--- src/hw/book_pkg.sv ---
package book_pkg;

  // Command codes carried on the command stream
  typedef enum logic [1:0] {
    CMD_CLEAR   = 2'd0,
    CMD_ADD     = 2'd1,
    CMD_DELETE  = 2'd2,
    CMD_REPLACE = 2'd3
  } cmd_t;

  // Price key
  localparam int KEY_W = 16;
  typedef logic [KEY_W-1:0] key_t;

  // Quantity at a price level
  localparam int VOLUME_W = 16;
  typedef logic [VOLUME_W-1:0] volume_t;

  // Default depth of the book side
  localparam int ENTRIES_DEFAULT = 8;

  // Command as held in the input register stage
  typedef struct packed {
    cmd_t    cmd;
    key_t    key;
    volume_t volume;
  } cmd_payload_t;

  // Head change as held in the output register stage
  typedef struct packed {
    key_t    key;
    volume_t volume;
  } notify_payload_t;

endpackage

--- src/hw/book_levels.sv ---
module book_levels #(
  parameter int P_ENTRIES = book_pkg::ENTRIES_DEFAULT,
  parameter bit P_IS_BID  = 1'b1
) (
  input  logic                               clk,
  input  logic                               i_arst_n,
  // Held command from the input slice
  input  logic                               i_cmd_valid,
  output logic                               o_cmd_ready,
  input  book_pkg::cmd_t                     i_cmd,
  input  book_pkg::key_t                     i_key,
  input  book_pkg::volume_t                  i_volume,
  // Head change toward the output slice
  output logic                               o_notify_valid,
  input  logic                               i_notify_ready,
  output book_pkg::key_t                     o_notify_key,
  output book_pkg::volume_t                  o_notify_volume,
  // Book state
  output logic [$clog2(P_ENTRIES+1)-1:0]     o_level_count,
  output logic                               o_head_valid,
  output book_pkg::key_t                     o_head_key,
  output book_pkg::volume_t                  o_head_volume
);

  import book_pkg::*;

  localparam int CNT_W = $clog2(P_ENTRIES + 1);

  // Registered list
  logic [P_ENTRIES-1:0]    level_valid;
  key_t [P_ENTRIES-1:0]    level_keys;
  volume_t [P_ENTRIES-1:0] level_volumes;
  logic [CNT_W-1:0]        level_count;

  logic op_clr;
  logic op_add;
  logic op_del;
  logic op_rep;
  logic cmd_fire;

  logic [P_ENTRIES-1:0] match;
  logic [P_ENTRIES-1:0] insert;
  logic [P_ENTRIES-1:0] move_down;
  logic                 full;
  logic [P_ENTRIES-1:0] del_mask;

  // Neighbour views of the list
  key_t [P_ENTRIES-1:0]    keys_above;
  key_t [P_ENTRIES-1:0]    keys_below;
  volume_t [P_ENTRIES-1:0] volumes_above;
  volume_t [P_ENTRIES-1:0] volumes_below;
  logic [P_ENTRIES-1:0]    valid_below;

  // Per-level source selects
  logic [P_ENTRIES-1:0] take_cmd;
  logic [P_ENTRIES-1:0] take_volume;
  logic [P_ENTRIES-1:0] take_above;
  logic [P_ENTRIES-1:0] take_below;

  logic [P_ENTRIES-1:0]    valid_nxt;
  key_t [P_ENTRIES-1:0]    keys_nxt;
  volume_t [P_ENTRIES-1:0] volumes_nxt;
  logic [CNT_W-1:0]        count_nxt;

  logic notify_clr;
  logic notify_add;
  logic notify_del;
  logic notify_rep;

  assign op_clr = (i_cmd == CMD_CLEAR);
  assign op_add = (i_cmd == CMD_ADD);
  assign op_del = (i_cmd == CMD_DELETE);
  assign op_rep = (i_cmd == CMD_REPLACE);

  // A command only retires when its notification has somewhere to go
  assign o_cmd_ready = i_notify_ready;
  assign cmd_fire    = i_cmd_valid & i_notify_ready;

  book_locate #(
    .P_ENTRIES (P_ENTRIES),
    .P_IS_BID  (P_IS_BID)
  ) u_locate (
    .i_level_valid (level_valid),
    .i_level_keys  (level_keys),
    .i_key         (i_key),
    .o_match       (match),
    .o_insert      (insert),
    .o_move_down   (move_down),
    .o_full        (full)
  );

  // Matched level and everything behind it close the gap on a delete
  always_comb begin
    del_mask[0] = match[0];
    for (int i = 1; i < P_ENTRIES; i++) begin
      del_mask[i] = del_mask[i-1] | match[i];
    end
  end

  // Element i-1 lands in slot i, element i+1 lands in slot i
  assign keys_above    = level_keys << KEY_W;
  assign keys_below    = level_keys >> KEY_W;
  assign volumes_above = level_volumes << VOLUME_W;
  assign volumes_below = level_volumes >> VOLUME_W;
  assign valid_below   = level_valid >> 1;

  assign take_cmd    = {P_ENTRIES{op_add}} & insert;
  assign take_volume = take_cmd | ({P_ENTRIES{op_rep}} & match);
  // Tail level that moves down drops out of the shifted mask
  assign take_above  = {P_ENTRIES{op_add}} & (move_down << 1);
  assign take_below  = {P_ENTRIES{op_del}} & del_mask;

  always_comb begin
    for (int i = 0; i < P_ENTRIES; i++) begin
      if (take_cmd[i]) begin
        keys_nxt[i] = i_key;
      end else if (take_above[i]) begin
        keys_nxt[i] = keys_above[i];
      end else if (take_below[i]) begin
        keys_nxt[i] = keys_below[i];
      end else begin
        keys_nxt[i] = level_keys[i];
      end
      // Replace writes only the volume
      if (take_volume[i]) begin
        volumes_nxt[i] = i_volume;
      end else if (take_above[i]) begin
        volumes_nxt[i] = volumes_above[i];
      end else if (take_below[i]) begin
        volumes_nxt[i] = volumes_below[i];
      end else begin
        volumes_nxt[i] = level_volumes[i];
      end
    end
  end

  always_comb begin
    if (op_clr) begin
      valid_nxt = '0;
    end else if (op_add) begin
      valid_nxt = level_valid | take_cmd | take_above;
    end else if (op_del) begin
      valid_nxt = (level_valid & ~take_below) | (valid_below & take_below);
    end else begin
      valid_nxt = level_valid;
    end
  end

  // Count saturates on a full add, moves down only on a delete hit
  always_comb begin
    if (op_clr) begin
      count_nxt = '0;
    end else if (op_add && !full) begin
      count_nxt = level_count + 1'b1;
    end else if (op_del && (match != '0)) begin
      count_nxt = level_count - 1'b1;
    end else begin
      count_nxt = level_count;
    end
  end

  always_ff @(posedge clk or negedge i_arst_n) begin
    if (!i_arst_n) begin
      level_valid <= '0;
      level_count <= '0;
    end else if (cmd_fire) begin
      level_valid <= valid_nxt;
      level_count <= count_nxt;
    end
  end

  always_ff @(posedge clk) begin
    if (cmd_fire) begin
      level_keys    <= keys_nxt;
      level_volumes <= volumes_nxt;
    end
  end

  // Head-touching cases
  assign notify_clr = op_clr & level_valid[0];
  assign notify_add = op_add & insert[0];
  assign notify_del = op_del & match[0];
  assign notify_rep = op_rep & match[0];

  // Valid follows the held command, independent of downstream ready
  assign o_notify_valid = i_cmd_valid & (notify_clr | notify_add | notify_del | notify_rep);
  assign o_notify_key   = i_key;

  // Removed volume on delete, zero on clear, command volume otherwise
  always_comb begin
    if (notify_del) begin
      o_notify_volume = level_volumes[0];
    end else if (notify_clr) begin
      o_notify_volume = '0;
    end else begin
      o_notify_volume = i_volume;
    end
  end

  assign o_level_count = level_count;
  assign o_head_valid  = level_valid[0];
  assign o_head_key    = level_keys[0];
  assign o_head_volume = level_volumes[0];

endmodule

--- src/hw/book_locate.sv ---
module book_locate #(
  parameter int P_ENTRIES = book_pkg::ENTRIES_DEFAULT,
  parameter bit P_IS_BID  = 1'b1
) (
  // Current levels, index 0 is the best price
  input  logic [P_ENTRIES-1:0]                 i_level_valid,
  input  book_pkg::key_t [P_ENTRIES-1:0]       i_level_keys,
  // Key of the command under decode
  input  book_pkg::key_t                       i_key,
  // One-hot level holding the same key
  output logic [P_ENTRIES-1:0]                 o_match,
  // One-hot slot where a new level goes
  output logic [P_ENTRIES-1:0]                 o_insert,
  // Valid levels that slide one place toward the tail on an add
  output logic [P_ENTRIES-1:0]                 o_move_down,
  output logic                                 o_full
);

  logic [P_ENTRIES-1:0] key_eq;
  logic [P_ENTRIES-1:0] key_better;
  logic [P_ENTRIES-1:0] ranks_ahead;
  logic [P_ENTRIES-1:0] prev_ahead;

  // Per-level comparison against the command key
  for (genvar i = 0; i < P_ENTRIES; i++) begin : g_cmp
    assign key_eq[i] = (i_level_keys[i] == i_key);

    // Bid side ranks higher prices first, ask side lower prices first
    if (P_IS_BID) begin : g_bid
      assign key_better[i] = (i_level_keys[i] > i_key);
    end else begin : g_ask
      assign key_better[i] = (i_level_keys[i] < i_key);
    end
  end

  // Levels that stay in front of the new key
  // Sorted list makes this a run of ones from the head
  assign ranks_ahead = i_level_valid & (key_eq | key_better);

  // Neighbour toward the head, the head itself sees a virtual level in front
  assign prev_ahead = {ranks_ahead[P_ENTRIES-2:0], 1'b1};

  // First level not ahead of the key
  // All zero when the list is full and the key ranks last
  assign o_insert = ~ranks_ahead & prev_ahead;

  // Insert slot and everything valid behind it
  assign o_move_down = i_level_valid & ~ranks_ahead;

  // Keys are unique in the list, so at most one bit is set
  assign o_match = i_level_valid & key_eq;

  assign o_full = &i_level_valid;

endmodule

--- src/hw/book_side.sv ---
module book_side #(
  parameter int P_ENTRIES = book_pkg::ENTRIES_DEFAULT,
  parameter bit P_IS_BID  = 1'b1
) (
  input  logic                               clk,
  input  logic                               i_arst_n,
  // Command stream
  input  logic                               i_cmd_valid,
  output logic                               o_cmd_ready,
  input  book_pkg::cmd_t                     i_cmd,
  input  book_pkg::key_t                     i_cmd_key,
  input  book_pkg::volume_t                  i_cmd_volume,
  // Notification stream
  output logic                               o_notify_valid,
  input  logic                               i_notify_ready,
  output book_pkg::key_t                     o_notify_key,
  output book_pkg::volume_t                  o_notify_volume,
  // Book state
  output logic [$clog2(P_ENTRIES+1)-1:0]     o_level_count,
  output logic                               o_head_valid,
  output book_pkg::key_t                     o_head_key,
  output book_pkg::volume_t                  o_head_volume
);

  import book_pkg::*;

  cmd_payload_t    cmd_in;
  cmd_payload_t    cmd_q;
  logic            cmd_q_valid;
  logic            cmd_q_ready;

  notify_payload_t notify_in;
  notify_payload_t notify_q;
  logic            notify_in_valid;
  logic            notify_in_ready;

  assign cmd_in = '{cmd: i_cmd, key: i_cmd_key, volume: i_cmd_volume};

  // Command register stage
  book_slice #(
    .P_PAYLOAD_T (cmd_payload_t)
  ) u_cmd_slice (
    .clk       (clk),
    .i_arst_n  (i_arst_n),
    .i_valid   (i_cmd_valid),
    .o_ready   (o_cmd_ready),
    .i_payload (cmd_in),
    .o_valid   (cmd_q_valid),
    .i_ready   (cmd_q_ready),
    .o_payload (cmd_q)
  );

  book_levels #(
    .P_ENTRIES (P_ENTRIES),
    .P_IS_BID  (P_IS_BID)
  ) u_levels (
    .clk             (clk),
    .i_arst_n        (i_arst_n),
    .i_cmd_valid     (cmd_q_valid),
    .o_cmd_ready     (cmd_q_ready),
    .i_cmd           (cmd_q.cmd),
    .i_key           (cmd_q.key),
    .i_volume        (cmd_q.volume),
    .o_notify_valid  (notify_in_valid),
    .i_notify_ready  (notify_in_ready),
    .o_notify_key    (notify_in.key),
    .o_notify_volume (notify_in.volume),
    .o_level_count   (o_level_count),
    .o_head_valid    (o_head_valid),
    .o_head_key      (o_head_key),
    .o_head_volume   (o_head_volume)
  );

  // Notification register stage
  book_slice #(
    .P_PAYLOAD_T (notify_payload_t)
  ) u_notify_slice (
    .clk       (clk),
    .i_arst_n  (i_arst_n),
    .i_valid   (notify_in_valid),
    .o_ready   (notify_in_ready),
    .i_payload (notify_in),
    .o_valid   (o_notify_valid),
    .i_ready   (i_notify_ready),
    .o_payload (notify_q)
  );

  assign o_notify_key    = notify_q.key;
  assign o_notify_volume = notify_q.volume;

endmodule

--- src/hw/book_slice.sv ---
module book_slice #(
  parameter type P_PAYLOAD_T = logic
) (
  input  logic       clk,
  input  logic       i_arst_n,
  // Upstream side
  input  logic       i_valid,
  output logic       o_ready,
  input  P_PAYLOAD_T i_payload,
  // Downstream side
  output logic       o_valid,
  input  logic       i_ready,
  output P_PAYLOAD_T o_payload
);

  logic       full;
  P_PAYLOAD_T payload;

  // Room when empty, or when the held item leaves this cycle
  assign o_ready = ~full | i_ready;

  assign o_valid   = full;
  assign o_payload = payload;

  // Occupancy flag
  always_ff @(posedge clk or negedge i_arst_n) begin
    if (!i_arst_n) begin
      full <= 1'b0;
    end else if (o_ready) begin
      full <= i_valid;
    end
  end

  // Payload only moves on an accepted transfer
  always_ff @(posedge clk) begin
    if (i_valid && o_ready) begin
      payload <= i_payload;
    end
  end

endmodule

--- config.mk ---
export PLATFORM = sky130hd
export DESIGN_NAME = book_side
export DESIGN_NICKNAME = d
export VERILOG_FILES = /design/src/hw/book_pkg.sv /design/src/hw/book_levels.sv /design/src/hw/book_locate.sv /design/src/hw/book_side.sv /design/src/hw/book_slice.sv
export SDC_FILE = /design/constraint.sdc
export NUM_CORES = 1
export LEC_CHECK = 0
export BUFFER_PORTS_ARGS = -buffer_cell sky130_fd_sc_hd__buf_2
export CAP_MARGIN = 15
export CORE_MARGIN = 5
export CORE_UTILIZATION = 34
export DETAILED_ROUTE_END_ITERATION = 10
export GPL_ROUTABILITY_DRIVEN = 0
export SYNTH_ARGS = -nofsm -noshare
export SYNTH_HDL_FRONTEND = slang
export SYNTH_HIERARCHICAL = 1
export SYNTH_SLANG_ARGS = --single-unit
--- constraint.sdc ---
create_clock -name clk -period 3.5 [get_ports clk]
set_input_delay 0 -clock clk [delete_from_list [all_inputs] [get_ports clk]]
set_output_delay 0 -clock clk [all_outputs]
set_load 0.02 [all_outputs]
After elaboration in Yosys (flattened, before gate mapping)
Cells that the tools add are included.
- register bits: 336
- bits of input ports: 38
- add/subtract/negate cells: 2
- $lt $le $gt $ge: 8
- equality and inequality tests: 11
- muxes and demuxes: 55
- bitwise operators: 37
- reduce and logical (&&, ||, !) cells: 44
- operators with widths (operator ; count):
    $mux W16 ; 49
    $eq A16 B16 Y1 ; 8
    $gt A16 B16 Y1 ; 8
    $and A8 B8 Y8 ; 8
    $reduce_bool A3 Y1 ; 18
    $or A8 B8 Y8 ; 5
    $reduce_and A2 Y1 ; 18
    $mux W8 ; 3
    $not A8 Y8 ; 2
    $mux W4 ; 3
    $or A1 B1 Y1 ; 12
    $and A7 B8 Y8 ; 1
    $reduce_and A8 Y1 ; 1
    $reduce_bool A8 Y1 ; 1
    $and A7 B7 Y7 ; 1
    $and A1 B1 Y1 ; 6
    $add A4 B1 Y4 const B ; 1
    $eq A2 B2 Y1 const B ; 2
    $logic_and A1 B1 Y1 ; 4
    $sub A4 B1 Y4 const B ; 1
    $eq A2 B1 Y1 const B ; 1
    $logic_not A2 Y1 ; 1
    $not A1 Y1 ; 2
    $logic_not A1 Y1 ; 1

Depth between registers and ports, before layout
- depth in word-level cells: 16
- gate-level depth with buffers: 13
- mapped depth without buffers: 11

Modules after synthesis
Netlist, hierarchy kept.
- by module, submodules not included (module ; times used ; cells each ; area an instance (um^2) ; sequential area each (um^2)):
    book_levels ; 1 ; 1252 ; 14086.0 ; 7987.7
    book_locate ; 1 ; 383 ; 3035.4 ; 0.0
    book_slice (u_cmd_slice) ; 1 ; 38 ; 1074.8 ; 1046.0
    book_slice (u_notify_slice) ; 1 ; 36 ; 1014.7 ; 985.9

Least setup slack after synthesis
OpenSTA, ideal clock, no wires.
- kind: reg-to-reg
- start: register u_cmd_slice.payload, in the netlist u_cmd_slice/o_payload[30]
- end: register u_levels/level_volumes[64] in the netlist's numbering, enable pin
- setup time: 367 ps
- data arrival time: 3448 ps
- required time: 3133 ps
- setup slack: -315 ps
- cell stages (with the launch flop): 10
- buffers on the path: 0
- clock period less this slack: 3815 ps
- path through: edfxtp_1 inv_1 ha_1 and4_1 nand4_1 nor4_1 or4_4 o21ai_0 a21oi_1 a21o_1
- longest elaborated chain between the ends: 9
- elaborated cells between the ends (all ways): 24
- classes of those cells: order compare (2); eq/ne (5); bitwise (15); reduce/logical (2)
- RTL lines (what ; line ; text):
    start, declared ; book_slice.sv:17 ; P_PAYLOAD_T payload;
    start signal, assigned ; book_slice.sv:37 ; payload <= i_payload;
    $eq A16 B16 Y1 ; book_locate.sv:26 ; assign key_eq[i] = (i_level_keys[i] == i_key);
    $and A8 B8 Y8 ; book_locate.sv:51 ; assign o_match = i_level_valid & key_eq;
    named net u_levels.match[1] ; book_levels.sv:41 ; logic [P_ENTRIES-1:0] match;
    $or A1 B1 Y1 (4 in a row) ; book_levels.sv:96 ; del_mask[i] = del_mask[i-1] | match[i];
    $and A8 B8 Y8 ; book_levels.sv:111 ; assign take_below = {P_ENTRIES{op_del}} & del_mask;
    $reduce_bool A3 Y1 (no line) ; - ;
    $reduce_and A2 Y1 (no line) ; - ;
    end signal, assigned ; book_levels.sv:175 ; level_volumes <= volumes_nxt;
    end, declared ; book_levels.sv:32 ; volume_t [P_ENTRIES-1:0] level_volumes;
The timed path passes the listed nets, and every way through them passes these cells.
A chain may end at the register's enable or synchronous reset.

Final worst setup path
- start: register u_cmd_slice.payload, in the netlist u_cmd_slice/o_payload[27]
- end: register u_levels.level_keys, in the netlist u_levels/keys_above[123], enable pin
- elaborated cells between the ends (all ways): 26
- classes of those cells: order compare (2); eq/ne (7); bitwise (15); reduce/logical (2)
- RTL lines (what ; line ; text):
    $eq A16 B16 Y1 ; book_locate.sv:26 ;
    $and A8 B8 Y8 ; book_locate.sv:51 ;
    named net u_levels.match[2] ; book_levels.sv:41 ;
    $or A1 B1 Y1 (5 in a row) ; book_levels.sv:96 ;
    $and A8 B8 Y8 ; book_levels.sv:111 ;
    $reduce_bool A3 Y1 (no line) ; - ;
    $reduce_and A2 Y1 (no line) ; - ;
    end signal, assigned ; book_levels.sv:174 ; level_keys <= keys_nxt;
    end, declared ; book_levels.sv:31 ; key_t [P_ENTRIES-1:0] level_keys;
The timed path passes the listed nets, and every way through them passes these cells.

==> impl_metrics.prom <==
# TYPE chip_impl_metric gauge
chip_impl_info{name="run_status",value="complete, no violations"} 1
chip_impl_metric{name="arrival",unit="ps"} 3780
chip_impl_metric{name="timing.hold.worst_path_depth",unit=""} 2
chip_impl_metric{name="post_route_cells_drive_above_1_share",unit="%"} 19.7
chip_impl_info{name="mostFrequentLayoutCells",value="322 x edfxtp_1, 261 x nand2_1, 221 x o21ai_0"} 1
chip_impl_metric{name="die_area",unit="mm^2"} 0.0613
chip_impl_metric{name="worst_skew_pair.late_latency",unit="ps"} 540
chip_impl_metric{name="dp.final_hpwl",unit="um"} 40100
chip_impl_metric{name="setup-violations-final",unit=""} 0
chip_impl_metric{name="fin_crit",unit="ps"} 3490
chip_impl_metric{name="r2r_setup_slack",unit="ps"} 10
chip_impl_info{name="hold-path-endpoint",value="u_cmd_slice/o_payload[8]$_DFFE_PP_"} 1
chip_impl_metric{name="design.core.area",unit="mm^2"} 0.0562
chip_impl_metric{name="drt-vias-per-instance",unit=""} 5.26
chip_impl_metric{name="power.ir.vdd_worst",unit="V"} 0.000433
chip_impl_metric{name="cts.sinks",unit=""} 336
chip_impl_metric{name="design.final.nets",unit=""} 2024
chip_impl_info{name="timing.critical_path.to_type",value="register"} 1
chip_impl_metric{name="postSynthAreaPerCell",unit="um^2"} 11.2
chip_impl_info{name="ff_to_ff_end",value="u_levels/keys_above[123]$_DFFE_PP_"} 1
chip_impl_metric{name="gr-total-overflow",unit=""} 0
chip_impl_metric{name="grt_max_degree",unit=""} 35
chip_impl_metric{name="clock.fmax",unit="MHz"} 287
chip_impl_metric{name="timing.clock.skew",unit="ps"} 19.9
chip_impl_metric{name="start_util",unit="%"} 34.2
chip_impl_metric{name="numPortBuffers",unit=""} 108
chip_impl_info{name="rsz_0062_raised_after_global_routing",value="yes"} 1
chip_impl_info{name="timing.hold.worst.class",value="in2reg"} 1
chip_impl_metric{name="final_min_period_over_clock_period",unit="%"} 99.7
chip_impl_metric{name="drt-initial-drc-count",unit=""} 1043
chip_impl_metric{name="powerDensity",unit="mW/mm^2"} 460
chip_impl_info{name="cts_tree",value="done"} 1
chip_impl_metric{name="first_global_vias",unit=""} 14482
chip_impl_metric{name="floorplan.rows",unit=""} 87
chip_impl_metric{name="cts_made_buffers",unit=""} 37
chip_impl_metric{name="static_leak",unit="nW"} 9.52
chip_impl_metric{name="groute.usage.overall",unit="%"} 17.3
chip_impl_metric{name="die_h",unit="um"} 248
chip_impl_metric{name="hold_viol",unit=""} 0
chip_impl_metric{name="wl_per_cell",unit="um"} 20.8
chip_impl_metric{name="die_w",unit="um"} 248
chip_impl_metric{name="total_power",unit="W"} 0.0104
chip_impl_metric{name="antenna_cells",unit=""} 0
chip_impl_info{name="mostFrequentLayoutCell",value="edfxtp_1"} 1
chip_impl_metric{name="yosysWarnings",unit=""} 6
chip_impl_metric{name="via_count",unit=""} 13883
chip_impl_info{name="cts_root_buffer",value="clkbuf_16"} 1
chip_impl_metric{name="drt_pre_antenna_iters",unit=""} 8
chip_impl_metric{name="worst_reg2reg_path_depth",unit=""} 14
chip_impl_info{name="r2r-start",value="u_cmd_slice/o_payload[27]$_DFFE_PP_"} 1
chip_impl_metric{name="utilization",unit="%"} 40.3
chip_impl_metric{name="worstPathMaxFanout",unit=""} 16
chip_impl_metric{name="fin_hold_ws",unit="ps"} 162
chip_impl_info{name="min_from",value="i_cmd_volume[8]"} 1
chip_impl_info{name="type_of_the_worst_setup_path",value="reg2reg"} 1
chip_impl_info{name="worstSetupStartpoint",value="u_cmd_slice/o_payload[27]$_DFFE_PP_"} 1
chip_impl_metric{name="floorplan.io_pins",unit=""} 109
chip_impl_metric{name="wire_length_of_the_first_global_routing_pass",unit="um"} 83300
chip_impl_metric{name="slew_headroom",unit="%"} 50.1
chip_impl_metric{name="n_fill_cell",unit=""} 5362
chip_impl_metric{name="flow.area_growth_from_synthesis",unit="%"} 18.0
chip_impl_metric{name="worst_ep_required_time",unit="ps"} 3790
chip_impl_metric{name="drv_slew",unit=""} 0
chip_impl_metric{name="worst_setup_hold_path_clk_slew",unit="ps"} 60
chip_impl_metric{name="grt_antenna_before_repair",unit=""} 0
chip_impl_metric{name="post-route-drc-count",unit=""} 0
chip_impl_metric{name="maximum_root_to_sink_buffer_count",unit=""} 3
chip_impl_info{name="start_kind",value="register"} 1
chip_impl_metric{name="routed_wirelength",unit="um"} 54800
chip_impl_metric{name="netlist_instances",unit=""} 1707
chip_impl_metric{name="worst-slew-pin-transition",unit="ps"} 746
chip_impl_metric{name="maxCapViolations",unit=""} 0
chip_impl_metric{name="synth.net_count",unit=""} 1876
chip_impl_metric{name="netlist_area_pre_place",unit="mm^2"} 0.0192
chip_impl_metric{name="htree_levels",unit=""} 2
chip_impl_metric{name="ant_nets",unit=""} 0
## registers in the layout, indices dropped and copies added, names as in the netlist, 8 cells and up
signal and count:
u_notify_slice/o_payload 32, u_levels/keys_below 16, u_levels/level_valid 8, u_levels/level_volumes 112, u_cmd_slice/o_payload 34, u_levels/keys_above 96
u_levels/o_head_key 16, u_levels/o_head_volume 16
## timing repair
item | CTS | global route
hold buffers | 39 | 0
hold endpoints to repair | 50 | 0
pin swaps | 0 | 6
cloned | 0 | 1
endpoints found under the setup margin | 16 | 236
buffers inserted | 0 | 6
gates resized for setup | 1 | 34
## stage by stage
step                setup WS, ps  setup TNS [ps]  instances  instance area (um^2)
floorplan                   9.33               0       1707                 19200
global placement            -166           -2640       2526                 20900
detailed placement          -229           -3650       2526                 20900
CTS                         20.6               0       2633                 22500
global route               -59.7           -1480       2640                 22700
finish                      11.2               0       2640                 22700
## metal layers
metal / wire (um) / track usage [%]
met2: 28100 / 31.6
met4: 2120 / 6.64
met1: 21800 / 20.7
met3: 2780 / 2.41
met5: 0 / 0
## worst max-delay path, cell delays in order, from the launching register on
cell and delay, ps:
edfxtp_1 400, inv_2 110, buf_6 150, ha_4 210, nand4_1 210, nor2_2 80, nor4b_1 160, buf_4 160
or4_4 500, or2_4 270, o31a_4 310, a211oi_4 290, buf_4 160, nor2_1 50, buf_12 170
## how the worst max path moves through the flow
| stage | cells after the start | to | slack (ps) |
|---|---|---|---|
| after floorplan | 9 | u_levels/level_volumes[48]$_DFFE_PP_ | 9 |
| after detailed placement | 11 | u_levels/level_volumes[100]$_DFFE_PP_ | -230 |
| final | 14 | u_levels/keys_above[123]$_DFFE_PP_ | 10 |
| after CTS | 8 | u_levels/o_head_volume[3]$_DFFE_PP_ | 20 |
| after global placement | 11 | u_levels/level_volumes[99]$_DFFE_PP_ | -170 |
| after global routing | 10 | u_levels/o_head_volume[3]$_DFFE_PP_ | -60 |
## cell type report
cell class,instances,area (um^2),share of cell area (%)
inverters,34,128,0.563
flip-flops and latches,336,10000,44.2
repair buffers,270,2010,8.88
well taps,756,946,4.18
multi-input cells,1176,8400,37.1
clock inverters,19,175,0.773
clock buffers,49,971,4.29
## report_power, final
| group | switching (W) | internal [W] |
|---|---|---|
| clock network | 0.00166 | 0.00213 |
| registers | 0.000233 | 0.00471 |
| logic | 0.000989 | 0.000690 |
(Power assumes the default switching activity.)
